$ cat src/rtl/sensor_pkg.sv
//~~~~~~~~~~~~~~~~~~
// one sensor channel, all logic on mclk
// addresses are absolute 16-bit command bus addresses
//~~~~~~~~~~~~~~~~~~
package sensor_pkg;

    // widths
    localparam int unsigned PXD_W       = 12;   // sensor pixel
    localparam int unsigned DOUT_W      = 16;   // packed output word
    localparam int unsigned CMD_DATA_W  = 32;   // command payload
    localparam int unsigned CMD_ADDR_W  = 16;   // command address
    localparam int unsigned SYNC_MULT_W = 8;    // frame decimation count

    // command bus framing: AL, AH, D0..D3
    localparam int unsigned CMD_NUM_BYTES = 6;

    // address map
    localparam logic [CMD_ADDR_W-1:0] SENSOR_BASE_ADDR           = 16'h0400;
    localparam logic [CMD_ADDR_W-1:0] SENSOR_CTRL_RADDR          = 16'h0000; // mode
    localparam logic [CMD_ADDR_W-1:0] SENS_SYNC_MULT_RADDR       = 16'h0006; // frame multiple
    localparam logic [CMD_ADDR_W-1:0] SENS_GAMMA_ADDR_DATA_RADDR = 16'h0039; // pointer/data port

    // mode register fields
    localparam int unsigned SENSOR_16BIT_BIT = 8;     // 1 = 16-bit bypass, 0 = 8-bit gamma

    // gamma table
    localparam int unsigned GAMMA_ADDR_FLAG_BIT = 20; // set: word is a table pointer
    localparam int unsigned GAMMA_ENTRIES       = 64;
    localparam int unsigned GAMMA_IDX_W         = 6;
    localparam int unsigned GAMMA_OUT_W         = 8;

    typedef enum logic [2:0] {
        CMD_IDLE,      // waiting for strobe
        CMD_ADDR_HI,   // address high byte on bus
        CMD_DATA0,
        CMD_DATA1,
        CMD_DATA2,
        CMD_DATA3      // last byte, write happens here
    } cmd_state_e;

    typedef enum logic [1:0] {
        SEL_NONE,        // not this channel
        SEL_MODE,
        SEL_SYNC_MULT,
        SEL_GAMMA_PORT
    } reg_sel_e;

    typedef struct packed {
        logic [PXD_W-1:0] pxd;   // raw pixel
        logic             hact;  // line active
        logic             sof;   // start of frame pulse
        logic             eof;   // end of frame pulse
    } pix_in_t;

    typedef struct packed {
        logic [GAMMA_OUT_W-1:0] pxd;   // gamma result
        logic                   hact;
        logic                   sof;
        logic                   eof;
    } pix8_t;

    typedef struct packed {
        logic                   we;     // one-cycle write strobe
        logic [GAMMA_IDX_W-1:0] idx;    // table entry
        logic [GAMMA_OUT_W-1:0] value;  // entry data
    } gamma_wr_t;

endpackage

$ cat src/rtl/sensor_cmd_regs.sv
//~~~~~~~~~~~~~~~~~~
// expects registered cmd bus, strobe with address low byte
// write lands on the d3 byte; a new strobe aborts the command
//~~~~~~~~~~~~~~~~~~
module sensor_cmd_regs (
    input  logic                                  mclk,
    input  logic                                  rst,
    input  logic [7:0]                            cmd_ad_i,    // byte-serial addr/data
    input  logic                                  cmd_stb_i,   // with address low byte
    output logic                                  bit16_o,     // 16-bit bypass mode
    output logic [sensor_pkg::SYNC_MULT_W-1:0]    sync_mult_o, // keep 1 of mult+1 frames
    output sensor_pkg::gamma_wr_t                 gamma_wr_o   // table write port
);

    sensor_pkg::cmd_state_e                       state;
    sensor_pkg::reg_sel_e                         reg_sel;
    logic [sensor_pkg::CMD_ADDR_W-1:0]            addr_r;     // full command address
    logic [(sensor_pkg::CMD_NUM_BYTES-3)*8-1:0]   data_lo;    // d0..d2
    logic [sensor_pkg::CMD_DATA_W-1:0]            data_w;     // complete payload on d3 cycle
    logic                                         wr_en;
    logic [sensor_pkg::GAMMA_IDX_W-1:0]           gamma_ptr;  // auto-incrementing pointer
    logic                                         gamma_we;
    logic [sensor_pkg::GAMMA_IDX_W-1:0]           gamma_idx;
    logic [sensor_pkg::GAMMA_OUT_W-1:0]           gamma_val;

    assign data_w = {cmd_ad_i, data_lo};                      // d3 straight from the bus
    assign wr_en  = (state == sensor_pkg::CMD_DATA3) && !cmd_stb_i;

    // byte sequencer
    always_ff @(posedge mclk or posedge rst) begin
        if (rst) begin
            state <= sensor_pkg::CMD_IDLE;
        end else if (cmd_stb_i) begin
            state <= sensor_pkg::CMD_ADDR_HI;                 // (re)start on any strobe
        end else begin
            case (state)
                sensor_pkg::CMD_ADDR_HI: state <= sensor_pkg::CMD_DATA0;
                sensor_pkg::CMD_DATA0:   state <= sensor_pkg::CMD_DATA1;
                sensor_pkg::CMD_DATA1:   state <= sensor_pkg::CMD_DATA2;
                sensor_pkg::CMD_DATA2:   state <= sensor_pkg::CMD_DATA3;
                default:                 state <= sensor_pkg::CMD_IDLE;
            endcase
        end
    end

    // address and data bytes
    always_ff @(posedge mclk) begin
        if (cmd_stb_i) begin
            addr_r[7:0] <= cmd_ad_i;                          // address low
        end else begin
            case (state)
                sensor_pkg::CMD_ADDR_HI: addr_r[sensor_pkg::CMD_ADDR_W-1:8] <= cmd_ad_i;
                sensor_pkg::CMD_DATA0:   data_lo[7:0]   <= cmd_ad_i;
                sensor_pkg::CMD_DATA1:   data_lo[15:8]  <= cmd_ad_i;
                sensor_pkg::CMD_DATA2:   data_lo[23:16] <= cmd_ad_i;
                default: ;
            endcase
        end
    end

    // full address decode, other channels fall to none
    always_comb begin
        reg_sel = sensor_pkg::SEL_NONE;
        if (addr_r == sensor_pkg::SENSOR_BASE_ADDR + sensor_pkg::SENSOR_CTRL_RADDR)
            reg_sel = sensor_pkg::SEL_MODE;
        else if (addr_r == sensor_pkg::SENSOR_BASE_ADDR + sensor_pkg::SENS_SYNC_MULT_RADDR)
            reg_sel = sensor_pkg::SEL_SYNC_MULT;
        else if (addr_r == sensor_pkg::SENSOR_BASE_ADDR + sensor_pkg::SENS_GAMMA_ADDR_DATA_RADDR)
            reg_sel = sensor_pkg::SEL_GAMMA_PORT;
    end

    always_ff @(posedge mclk or posedge rst) begin
        if (rst) begin
            bit16_o     <= 1'b0;                              // 8-bit gamma mode
            sync_mult_o <= '0;                                // every frame
            gamma_ptr   <= '0;
            gamma_we    <= 1'b0;
        end else begin
            gamma_we <= 1'b0;                                 // single-cycle pulse
            if (wr_en) begin
                case (reg_sel)
                    sensor_pkg::SEL_MODE:
                        bit16_o <= data_w[sensor_pkg::SENSOR_16BIT_BIT];
                    sensor_pkg::SEL_SYNC_MULT:
                        sync_mult_o <= data_w[sensor_pkg::SYNC_MULT_W-1:0];
                    sensor_pkg::SEL_GAMMA_PORT:
                        if (data_w[sensor_pkg::GAMMA_ADDR_FLAG_BIT]) begin
                            gamma_ptr <= data_w[sensor_pkg::GAMMA_IDX_W-1:0];
                        end else begin
                            gamma_we  <= 1'b1;
                            gamma_ptr <= gamma_ptr + 1'b1;    // wraps at 64
                        end
                    default: ;
                endcase
            end
        end
    end

    // entry payload, qualified by gamma_we
    always_ff @(posedge mclk) begin
        if (wr_en && (reg_sel == sensor_pkg::SEL_GAMMA_PORT) &&
            !data_w[sensor_pkg::GAMMA_ADDR_FLAG_BIT]) begin
            gamma_idx <= gamma_ptr;
            gamma_val <= data_w[sensor_pkg::GAMMA_OUT_W-1:0];
        end
    end

    assign gamma_wr_o = '{we: gamma_we, idx: gamma_idx, value: gamma_val};

endmodule

$ cat src/rtl/sens_sync.sv
//~~~~~~~~~~~~~~~~~~
// first sof after reset always passes
// new mult is loaded only on a kept frame
//~~~~~~~~~~~~~~~~~~
module sens_sync (
    input  logic                               mclk,
    input  logic                               rst,
    input  logic                               sof_i,        // raw start of frame
    input  logic [sensor_pkg::SYNC_MULT_W-1:0] sync_mult_i,  // frames to skip
    output logic                               sof_o         // decimated, one cycle late
);

    logic [sensor_pkg::SYNC_MULT_W-1:0] skip_cnt;  // frames left to drop
    logic                               keep;

    // pass when nothing left to skip
    assign keep = sof_i && (skip_cnt == '0);

    always_ff @(posedge mclk or posedge rst) begin
        if (rst) begin
            skip_cnt <= '0;                        // so the first frame is kept
        end else if (keep) begin
            skip_cnt <= sync_mult_i;               // reload on kept frame
        end else if (sof_i) begin
            skip_cnt <= skip_cnt - 1'b1;           // dropped frame
        end
    end

    always_ff @(posedge mclk or posedge rst) begin
        if (rst) begin
            sof_o <= 1'b0;
        end else begin
            sof_o <= keep;                         // t+1
        end
    end

endmodule

$ cat src/rtl/sens_gamma.sv
//~~~~~~~~~~~~~~~~~~
// table contents undefined until loaded
// lookup result two cycles after its pixel
//~~~~~~~~~~~~~~~~~~
module sens_gamma (
    input  logic                  mclk,
    input  logic                  rst,
    input  sensor_pkg::gamma_wr_t wr_i,   // from command block
    input  sensor_pkg::pix_in_t   pix_i,  // raw pixel with synced sof
    output sensor_pkg::pix8_t     pix_o   // gamma-mapped pixel
);

    logic [sensor_pkg::GAMMA_OUT_W-1:0] lut_mem [sensor_pkg::GAMMA_ENTRIES];
    logic [sensor_pkg::GAMMA_IDX_W-1:0] idx_r;     // stage 1 index
    logic                               hact_s1;
    logic                               sof_s1;
    logic                               eof_s1;
    logic [sensor_pkg::GAMMA_OUT_W-1:0] pxd_s2;    // stage 2 lookup
    logic                               hact_s2;
    logic                               sof_s2;
    logic                               eof_s2;

    // write port
    always_ff @(posedge mclk) begin
        if (wr_i.we) begin
            lut_mem[wr_i.idx] <= wr_i.value;
        end
    end

    // stage 1: top bits of the pixel pick the entry
    always_ff @(posedge mclk) begin
        idx_r <= pix_i.pxd[sensor_pkg::PXD_W-1 -: sensor_pkg::GAMMA_IDX_W];
    end

    // stage 2: registered read
    always_ff @(posedge mclk) begin
        pxd_s2 <= lut_mem[idx_r];
    end

    // strobes follow the data
    always_ff @(posedge mclk or posedge rst) begin
        if (rst) begin
            hact_s1 <= 1'b0;
            sof_s1  <= 1'b0;
            eof_s1  <= 1'b0;
            hact_s2 <= 1'b0;
            sof_s2  <= 1'b0;
            eof_s2  <= 1'b0;
        end else begin
            hact_s1 <= pix_i.hact;
            sof_s1  <= pix_i.sof;
            eof_s1  <= pix_i.eof;
            hact_s2 <= hact_s1;
            sof_s2  <= sof_s1;
            eof_s2  <= eof_s1;
        end
    end

    assign pix_o = '{pxd: pxd_s2, hact: hact_s2, sof: sof_s2, eof: eof_s2};

endmodule

$ cat src/rtl/pixel_packer.sv
//~~~~~~~~~~~~~~~~~~
// line lengths must be even in 8-bit mode
// no back-pressure, words leave at input rate
//~~~~~~~~~~~~~~~~~~
module pixel_packer (
    input  logic                          mclk,
    input  logic                          rst,
    input  logic                          bit16_i,        // 1 = 16-bit bypass
    input  sensor_pkg::pix_in_t           raw_i,          // bypass path
    input  sensor_pkg::pix8_t             gamma_i,        // 8-bit path, 2 cycles behind raw
    output logic [sensor_pkg::DOUT_W-1:0] dout_o,
    output logic                          dout_valid_o,
    output logic                          last_in_line_o, // with the last word of a line
    output logic                          sof_o,
    output logic                          eof_o
);

    logic                               odd_ph;     // second byte of pair next
    logic [sensor_pkg::GAMMA_OUT_W-1:0] held_byte;  // earlier pixel of the pair
    logic                               pair_done;
    logic                               dav_w;
    logic [sensor_pkg::DOUT_W-1:0]      dout_w;
    logic                               hact_sel;   // hact of the active path

    assign pair_done = gamma_i.hact && odd_ph;
    assign dav_w     = bit16_i ? raw_i.hact : pair_done;
    assign dout_w    = bit16_i ? {raw_i.pxd, 4'b0000}          // msb-aligned
                               : {gamma_i.pxd, held_byte};     // earlier pixel low
    assign hact_sel  = bit16_i ? raw_i.hact : gamma_i.hact;

    always_ff @(posedge mclk or posedge rst) begin
        if (rst) begin
            odd_ph <= 1'b0;
        end else begin
            odd_ph <= gamma_i.hact && !odd_ph;   // realigns every line
        end
    end

    always_ff @(posedge mclk) begin
        if (gamma_i.hact && !odd_ph) begin
            held_byte <= gamma_i.pxd;
        end
        if (dav_w) begin
            dout_o <= dout_w;
        end
    end

    always_ff @(posedge mclk or posedge rst) begin
        if (rst) begin
            dout_valid_o <= 1'b0;
            sof_o        <= 1'b0;
            eof_o        <= 1'b0;
        end else begin
            dout_valid_o <= dav_w;
            sof_o        <= bit16_i ? raw_i.sof : gamma_i.sof;
            eof_o        <= bit16_i ? raw_i.eof : gamma_i.eof;
        end
    end

    // the word register is the extra stage, so hact has already dropped
    // here when this word carried the line's last pixel
    assign last_in_line_o = dout_valid_o && !hact_sel;

endmodule

$ cat src/rtl/sensor_channel.sv
//~~~~~~~~~~~~~~~~~~
// pixels arrive already on mclk
// commands to other channels are ignored
//~~~~~~~~~~~~~~~~~~
module sensor_channel (
    input  logic                          mclk,
    input  logic                          rst,
    input  logic [7:0]                    cmd_ad_i,       // byte-serial command
    input  logic                          cmd_stb_i,
    input  sensor_pkg::pix_in_t           pix_i,
    output logic [sensor_pkg::DOUT_W-1:0] dout_o,
    output logic                          dout_valid_o,
    output logic                          last_in_line_o,
    output logic                          sof_o,
    output logic                          eof_o,
    output logic                          sof_mclk_o      // decimated sof
);

    logic [7:0]                         cmd_ad_r;
    logic                               cmd_stb_r;
    logic                               bit16;
    logic [sensor_pkg::SYNC_MULT_W-1:0] sync_mult;
    sensor_pkg::gamma_wr_t              gamma_wr;
    logic                               sof_sync;
    sensor_pkg::pix_in_t                gamma_in;  // stream with decimated sof
    sensor_pkg::pix8_t                  gamma_out;

    // command bus input register
    always_ff @(posedge mclk) begin
        cmd_ad_r <= cmd_ad_i;
    end

    always_ff @(posedge mclk or posedge rst) begin
        if (rst) begin
            cmd_stb_r <= 1'b0;
        end else begin
            cmd_stb_r <= cmd_stb_i;
        end
    end

    sensor_cmd_regs cmd_regs_i (
        .mclk        (mclk),
        .rst         (rst),
        .cmd_ad_i    (cmd_ad_r),
        .cmd_stb_i   (cmd_stb_r),
        .bit16_o     (bit16),
        .sync_mult_o (sync_mult),
        .gamma_wr_o  (gamma_wr)
    );

    sens_sync sync_i (
        .mclk        (mclk),
        .rst         (rst),
        .sof_i       (pix_i.sof),
        .sync_mult_i (sync_mult),
        .sof_o       (sof_sync)
    );

    assign gamma_in = '{pxd: pix_i.pxd, hact: pix_i.hact, sof: sof_sync, eof: pix_i.eof};

    sens_gamma gamma_i (
        .mclk  (mclk),
        .rst   (rst),
        .wr_i  (gamma_wr),
        .pix_i (gamma_in),
        .pix_o (gamma_out)
    );

    pixel_packer packer_i (
        .mclk           (mclk),
        .rst            (rst),
        .bit16_i        (bit16),
        .raw_i          (gamma_in),
        .gamma_i        (gamma_out),
        .dout_o         (dout_o),
        .dout_valid_o   (dout_valid_o),
        .last_in_line_o (last_in_line_o),
        .sof_o          (sof_o),
        .eof_o          (eof_o)
    );

    assign sof_mclk_o = sof_sync;

endmodule

$ cat config.mk
export PLATFORM = sky130hd
export DESIGN_NAME = sensor_channel
export DESIGN_NICKNAME = d
export VERILOG_FILES = /design/src/rtl/sensor_pkg.sv /design/src/rtl/sensor_cmd_regs.sv /design/src/rtl/sens_sync.sv /design/src/rtl/sens_gamma.sv /design/src/rtl/pixel_packer.sv /design/src/rtl/sensor_channel.sv
export SDC_FILE = /design/constraint.sdc
export NUM_CORES = 1
export LEC_CHECK = 0
export ABC_AREA = 1
export BUFFER_PORTS_ARGS = -buffer_cell sky130_fd_sc_hd__buf_2
export CORE_MARGIN = 8
export CORE_UTILIZATION = 45
export DETAILED_ROUTE_END_ITERATION = 10
export PLACE_DENSITY = 0.71
export SYNTH_ARGS = -nofsm -noshare
export SYNTH_HDL_FRONTEND = slang
export SYNTH_SLANG_ARGS = --single-unit
$ cat constraint.sdc
create_clock -name mclk -period 6.65 [get_ports mclk]
set_input_delay 0.665 -clock mclk [delete_from_list [all_inputs] [get_ports mclk]]
set_output_delay 0.665 -clock mclk [all_outputs]
set_load 0.02 [all_outputs]
==> metrics.txt, run 1 <==
outcome finished, final reports clean; residual overflow from global routing 0; area leader, netlist edfxtp_1; Switch Pwr 1.818 mW; CP Launch Type register; final worst slack 3.250 ns; Synth Warn # 0; Layout area overhead 10.35%; worst rel slew slack 0.1677; Synth Instances 2157; post-synthesis sequential area ratio 0.7316; Die X 254.4 um; CP Class reg -> reg; Rows 87; DP HPWL 33.89 mm; CTS resizes 0; layout cells sized above 1 0.08592; CP Capture Point gamma_i.pxd_s2[1]; Place WS 3.396 ns; Final Max Tran Viols 0; total iterations of the first detailed-routing run 5; worst endpoint required time 7.22 ns; cts hold-fix bufs 0; Main synth FF type edfxtp_1; WP data arrival 3.97 ns; clk root buf clkbuf_16; # DRC 0; RSZ-0062 raised after global routing no; Post-CTS Setup Inserts 0; clock power share 0.424; Routed WL 59.29 mm; largest net degree at the start of global routing 121; worst r2r src gamma_i.idx_r[0]; fin util 0.5015; Pint 6.571 mW; Die Area 64720 um^2; commonest non-fill, non-tap cell in the layout nand2_1; placed inst area 26150 um^2; Port Buffer Count 46; most frequent cells in the layout nand2_1, edfxtp_1, nand3_1; Avg WL per Cell 19.90 um; Logic pwr share 0.050; number of global-route vias before repair 16225; CTS tree yes; Tot Pwr 8.390 mW; ratio of final minimum period to clock period 0.5112; largest cells by area after synthesis edfxtp_1, nand2_1, nand3_1; Reg power frac 0.527; r2r worst-path depth 10; Slew @ Worst Pin 1.248 ns; switching portion of total power 0.2168; antenna violations before repair 0; Tot GR Track Use 0.1839; Worst-path clk slew 0.06 ns; ANT cells 0; flop2flop setup slack 3.25 ns; r2r endpoint gamma_i.pxd_s2[1]; 1st-iter DRT viols 1792; Hold Path Class in -> reg; first-pass GRT wire length 92.45 mm; Synth Register Bits 637; fin cells 2979; IO Pins 47; Max Fclk 294.1 MHz; P_leak 10.37 nW; vias after detailed routing 16408; final setup violating endpoints 0; CTS Buf Count 60; die height 254.4 um; max-cap violation count 0; vias per cell 5.508; pwr dens 297.3 nW/um^2; Synth Cell Area 25580 um^2; Mapped Nets 2185; library cells used by synthesis 36; CTS HTree Levels 2; Placeable Area 56280 um^2; Clock Sinks 637; Clock Skew 0.03018 ns; hold_ws 0.1284 ns; syn_area_per_cell 11.86 um^2; Clock Tree Buf Depth 3; GPL Wtd Cong 0.8404; post-synthesis async set-or-reset flop share 0.06122; Starting Density 0.4545; nets 2200; post-route setup TNS 0 ns; Final Hold Violating Endpoints 0; kind of end point of the critical path register; Inst Count DP 2866; fin crit period 3.400 ns; fin area 28220 um^2; EDFF count, synth 576; crit path max fanout 120; Worst-Skew Late Latency 0.64 ns; peak supply drop 0.2495 mV; crit path launch gamma_i.idx_r[0]; top-area cell type share of the netlist area 0.6763; post-route ant nets 0
[synth_stat cells, types with 2 or more instances]
cell type / instances
a21oi_1: 3
buf_1: 3
buf_2: 51
buf_4: 20
buf_6: 26
buf_8: 2
clkbuf_1: 16
dfrtp_1: 39
dfxtp_1: 22
edfxtp_1: 576
ha_1: 2
inv_1: 44
inv_2: 3
nand2_1: 740
nand2_2: 2
nand3_1: 452
nand3_2: 2
nand4_1: 12
nor2_1: 88
nor3_2: 2
nor4_1: 9
o21ai_0: 18
o21ai_1: 2
o21ai_2: 8
o22ai_1: 3
xnor2_1: 2
[power groups by stage]
| stage | Sequential (mW) | Combinational, mW | Clock (mW) |
|---|---|---|---|
| 6_report | 4.42 | 0.416 | 3.56 |
| 5_1_grt | 4.42 | 0.465 | 3.75 |
| 4_1_cts | 4.42 | 0.413 | 3.60 |
| 3_5_place_dp | 4.50 | 0.410 | 0 |
| 3_3_place_gp | 4.50 | 0.399 | 0 |
| 2_1_floorplan | 4.48 | 0.318 | 0 |
[area by class of cell]
cell class	instances	area [um^2]
Inverter	48	186.4
Clock inverter	37	449.2
Sequential cell	637	18720
Tap cell	756	945.9
Timing Repair Buffer	72	425.4
Fill cell	4803	28050
Clock buffer	76	1623
Multi-Input combinational cell	1353	5872
[cell families (layout without fill, tap and decap cells)]
kind of cell / Yosys count / in the layout / synth area share
AO/OA/AOI/OAI: 37 / 37 / 0.008855
AND/OR/NAND/NOR: 1311 / 1311 / 0.2187
XOR/XNOR: 3 / 3 / 0.001027
adder cells (fa/ha/maj): 2 / 2 / 0.0009782
flip-flops: 637 / 637 / 0.7316
buffers and inverters: 167 / 233 / 0.03879
[worst max-delay path, stage by stage, from the launching register on]
cell     delay [ns]
dfxtp_4        0.61
inv_6          0.77
buf_4          0.70
nand2_1        0.11
nand3_1        0.10
nand3_1        0.14
nand2_1        0.22
nand2_1        0.09
nand3_1        0.19
nand3_1        0.09
nand2_1        0.07
[how the worst min path moves through the flow]
stage,start,cells past startpoint,slack [ns],endpoint
CTS,cmd_ad_i[5],1,0.09,cmd_ad_r[5]
global placement,gamma_i.eof_s1,0,0.33,gamma_i.eof_s2
global route,cmd_ad_i[5],1,0.10,cmd_ad_r[5]
finish,cmd_ad_i[0],1,0.13,cmd_ad_r[0]
detailed placement,gamma_i.sof_s1,0,0.35,gamma_i.sof_s2
floorplan,gamma_i.eof_s1,0,0.33,gamma_i.eof_s2
[routing by layer]
layer / track usage / routed length (um) / up-vias
met5: 0 / 0 / -
met4: 0.09070 / 2801 / 0
met3: 0.02812 / 4733 / 142
met2: 0.2937 / 27920 / 751
met1: 0.2454 / 23830 / 7957
li1: - / - / 7558
[sequential cells by signal, indices dropped and copies added, names as in the netlist, 10 cells and up]
name,count
gamma_i.lut_mem,512
cmd_regs_i.addr_r,16
packer_i.dout_o,16
cmd_regs_i.data_lo,10
(Power assumes the default switching activity.)
==> run 2, diff against run 1 <==
- clock period: 6.65 -> 3.45 ns (I/O delays scaled with it)
==> metrics.txt, run 2 (synthesized netlist as in run 1, its figures left out) <==
crit path max fanout 9; commonest non-fill, non-tap cell in the layout nand2_1; # DRC 0; largest net degree at the start of global routing 257; Tot GR Track Use 0.1923; fin crit period 2.689 ns; residual overflow from global routing 0; peak supply drop 0.4341 mV; vias per cell 5.548; Clock Skew 0.01785 ns; most frequent cells in the layout nand2_1, edfxtp_1, nand3_1; final setup violating endpoints 0; post-route setup TNS 0 ns; vias after detailed routing 16827; fin area 28760 um^2; Starting Density 0.4545; IO Pins 47; Routed WL 62.61 mm; final worst slack 0.7606 ns; Placeable Area 56280 um^2; RSZ-0062 raised after global routing no; Largest regs gamma_i.lut_mem: 512 flops, cmd_regs_i.addr_r: 16 flops, packer_i.dout_o: 16 flops; fin cells 3033; Die Area 64720 um^2; outcome finished, final reports clean; Largest Register gamma_i.lut_mem; Die X 254.4 um; CP Launch Type register; pwr dens 563.4 nW/um^2; Clock Tree Buf Depth 3; Worst-Skew Late Latency 0.63 ns; Largest register FFs 512; Final Hold Violating Endpoints 0; Max stage delay on crit path 0.85 ns; first-pass GRT wire length 96.03 mm; WP data arrival 2.94 ns; Clock Sinks 637; kind of end point of the critical path register; Worst-path clk slew 0.06 ns; total iterations of the first detailed-routing run 6; Port Buffer Count 46; crit-path cells inv_1, nand4_1, nor2_1; max-cap violation count 0; CTS resizes 0; max layer used met4; Final Max Tran Viols 0; Post-CTS Setup Inserts 0; CTS Buf Count 60; worst endpoint required time 3.70 ns; Layout area overhead 12.43%; hold_ws 0.3470 ns; Inst Count DP 2894; worst rel slew slack 0.1492; Slew @ Worst Pin 1.276 ns; CTS HTree Levels 2; GPL Wtd Cong 0.8756; fin util 0.5110; die height 254.4 um; Rows 87; Crit-path slowest cell nor2_1; Place WS 0.8480 ns; met3 WL 6.154 mm; DP HPWL 37.33 mm; nets 2253; P_leak 10.64 nW; Avg WL per Cell 20.64 um; CTS tree yes; cts hold-fix bufs 25; CP Class reg -> reg; ratio of final minimum period to clock period 0.7795; number of global-route vias before repair 16860; placed inst area 26450 um^2; M1 WL 24.17 mm; Hold Path Class reg -> reg; antenna violations before repair 0; Max Fclk 371.8 MHz; Routed met2 length 29.88 mm; 1st-iter DRT viols 2250; Tot Pwr 16.20 mW; clk root buf clkbuf_16; post-route ant nets 0; layout cells sized above 1 0.09402
-- run 2: cell types whose count changed in the layout (fill, tap and decap cells not counted), sizes merged, moves of 3 or more --
cell and change:
clkinv -9, inv +3, buf +28, clkbuf +10
dlygate4sd3 +25
-- run 2: path summary, 6_finish.rpt --
path	slack, ns	endpoint	cells after the start	startpoint
min in group asynchronous	0.38	packer_i.dout_valid_o	4	rst
setup reg to reg	0.76	gamma_i.lut_mem[20][1]	3	cmd_regs_i.gamma_idx[0]
setup / recovery	0.76	gamma_i.lut_mem[20][1]	3	cmd_regs_i.gamma_idx[0]
hold / removal	0.35	gamma_i.hact_s2	0	gamma_i.hact_s1
max in group asynchronous	2.71	cmd_regs_i.gamma_ptr[5]	4	rst
hold reg to reg	0.35	gamma_i.hact_s2	0	gamma_i.hact_s1
-- run 2: area by class of cell --
type / instances / area (um^2)
Clock buffer: 86 / 1732
Clock inverter: 27 / 321.6
Multi-Input combinational cell: 1353 / 5872
Sequential cell: 637 / 18720
Tap cell: 756 / 945.9
Fill cell: 4720 / 27520
Timing Repair Buffer: 125 / 973.4
Antenna cell: 1 / 2.502
Inverter: 48 / 186.4
-- run 2: power by group --
part	internal (mW)	switching [mW]	total, mW
Clock	4.01	2.83	6.85
Sequential	8.42	0.0841	8.50
Combinational	0.272	0.582	0.854
-- run 2: critical path: cells and delay by family, from the launching register on --
family                 cells  cell delay [ns]
buffers and inverters      1             0.24
flip-flops                 1             0.51
AND/OR/NAND/NOR            2             1.56
-- run 2: routing by layer --
layer,vias to the layer above,GRT usage
li1,7665,-
met1,8175,0.2483
met2,824,0.3116
met3,163,0.04656
met4,0,0.07763
met5,-,0
==> run 3, diff against run 2 <==
- clock period: 3.45 -> 2.7 ns (I/O delays scaled with it)
==> metrics.txt, run 3 (synthesized netlist as in run 1, its figures left out) <==
outcome finished, final reports clean; worst rel slew slack 0.2319; max-cap violation count 0; CTS Buf Count 61; CP Class reg -> reg; post-route ant nets 0; peak supply drop 0.5127 mV; WP data arrival 2.70 ns; ratio of final minimum period to clock period 0.8113; Clock Tree Buf Depth 3; Placeable Area 56280 um^2; Clock Sinks 637; # DRC 0; Clock Skew 0.02554 ns; clk root buf clkbuf_16; fin crit period 2.190 ns; Starting Density 0.4545; Die Area 64720 um^2; switching portion of total power 0.2190; Hold Path Class in -> reg; clock power share 0.413; number of global-route vias before repair 16483; Worst-path clk slew 0.06 ns; ANT cells 0; Slew @ Worst Pin 1.151 ns; Avg WL per Cell 20.08 um; met3 Usage GRT 0.02934; final worst slack 0.5096 ns; vias after detailed routing 16839; CTS HTree Levels 2; Die X 254.4 um; layout cells sized above 1 0.1079; Tot Pwr 20.37 mW; CTS resizes 0; Tot GR Track Use 0.1889; final setup violating endpoints 0; Max stage delay on crit path 0.71 ns; Largest regs gamma_i.lut_mem: 512 flops, cmd_regs_i.addr_r: 16 flops, packer_i.dout_o: 16 flops; post-route setup TNS 0 ns; 1st-iter DRT viols 2156; CTS tree yes; hold_ws 0.2691 ns; GPL Wtd Cong 0.8839; Reg power frac 0.533; pwr dens 702.4 nW/um^2; crit-path cells buf_4, nand3_1, nand3_1, nand2_1, nand2_1, nand3_1, nand3_1, nand2_1; crit path max fanout 80; nets 2295; Pint 15.91 mW; kind of end point of the critical path register; antenna violations before repair 0; Rows 87; Switch Pwr 4.461 mW; most used cell, CP nand3_1; fill count 4770; Final Max Tran Viols 0; Max Fclk 456.5 MHz; most frequent cells in the layout nand2_1, edfxtp_1, nand3_1; largest net degree at the start of global routing 181; residual overflow from global routing 0; first-pass GRT wire length 95.17 mm; commonest non-fill, non-tap cell in the layout nand2_1; IO Pins 47; RSZ-0062 raised after global routing no; vias per cell 5.480; P_leak 10.82 nW; Largest Register gamma_i.lut_mem; worst endpoint required time 3.21 ns; CP Launch Type register; Largest register FFs 512; Place WS 0.5725 ns; DP HPWL 36.95 mm; Crit-path slowest cell buf_4; fin util 0.5153; Layout area overhead 13.38%; total iterations of the first detailed-routing run 6; most crowded layer after global routing met2; Final Hold Violating Endpoints 0; met1 usage 0.2551; Port Buffer Count 46; Worst-Skew Late Latency 0.63 ns; Routed WL 61.69 mm; grt met2 use 0.3070; die height 254.4 um; Logic pwr share 0.054
-- run 3: cell types whose count changed in the layout (fill, tap and decap cells not counted), sizes merged --
cell,before,now
diode,1,0
clkinvlp,2,3
clkbuf,86,71
clkinv,16,30
buf,100,141
-- run 3: power by group through the flow --
| stage | logic [mW] | clock network, mW | registers (mW) |
|---|---|---|---|
| after floorplan | 0.784 | 0 | 11.0 |
| after global placement | 1.02 | 0 | 11.1 |
| after detailed placement | 1.05 | 0 | 11.1 |
| after CTS | 1.09 | 8.51 | 10.9 |
| after global routing | 1.23 | 8.87 | 10.9 |
| final | 1.10 | 8.40 | 10.9 |
-- run 3: critical path, delay by kind of cell, from the launching register on --
family / cells / cell delay (ns)
buf+inv: 1 / 0.71
flops: 1 / 0.36
simple gates: 7 / 0.90
-- run 3: final timing paths --
path / start / endpoint / slack, ns / cells after the start
min in group asynchronous: rst / packer_i.odd_ph / 0.37 / 3
setup reg to reg: gamma_i.idx_r[1] / gamma_i.pxd_s2[3] / 0.51 / 8
hold / removal: cmd_ad_i[3] / cmd_ad_r[3] / 0.27 / 2
hold reg to reg: gamma_i.sof_s1 / gamma_i.sof_s2 / 0.35 / 0
setup / recovery: gamma_i.idx_r[1] / gamma_i.pxd_s2[3] / 0.51 / 8
max in group asynchronous: rst / cmd_regs_i.gamma_ptr[5] / 1.65 / 4
-- run 3: through the flow --
step / cell area (um^2) / instances
finish: 29000 / 3073
global route: 29000 / 3073
CTS: 29000 / 3073
detailed placement: 26790 / 2935
global placement: 26790 / 2935
floorplan: 25580 / 2157
-- run 3: layer usage --
metal	share of wire	wire length [um]	vias up
li1	-	-	7749
met1	0.40	24940	8130
met2	0.48	29490	820
met3	0.080	4963	140
met4	0.037	2300	0
met5	0	0	-
-- run 3: repair_timing --
| item | CTS | global route |
|---|---|---|
| hold endpoints to repair | 56 | 0 |
| hold buffers | 25 | 0 |
| buffers inserted | 0 | 0 |
-- run 3: final cells by class --
cell class                      instances  area, um^2  share of cell area
Clock inverter                         42       391.6             0.01350
Multi-Input combinational cell       1353        5872              0.2025
Timing Repair Buffer                  166        1319             0.04547
Sequential cell                       637       18720              0.6456
Inverter                               48       186.4            0.006429
Clock buffer                           71        1564             0.05393
Tap cell                              756       945.9             0.03262
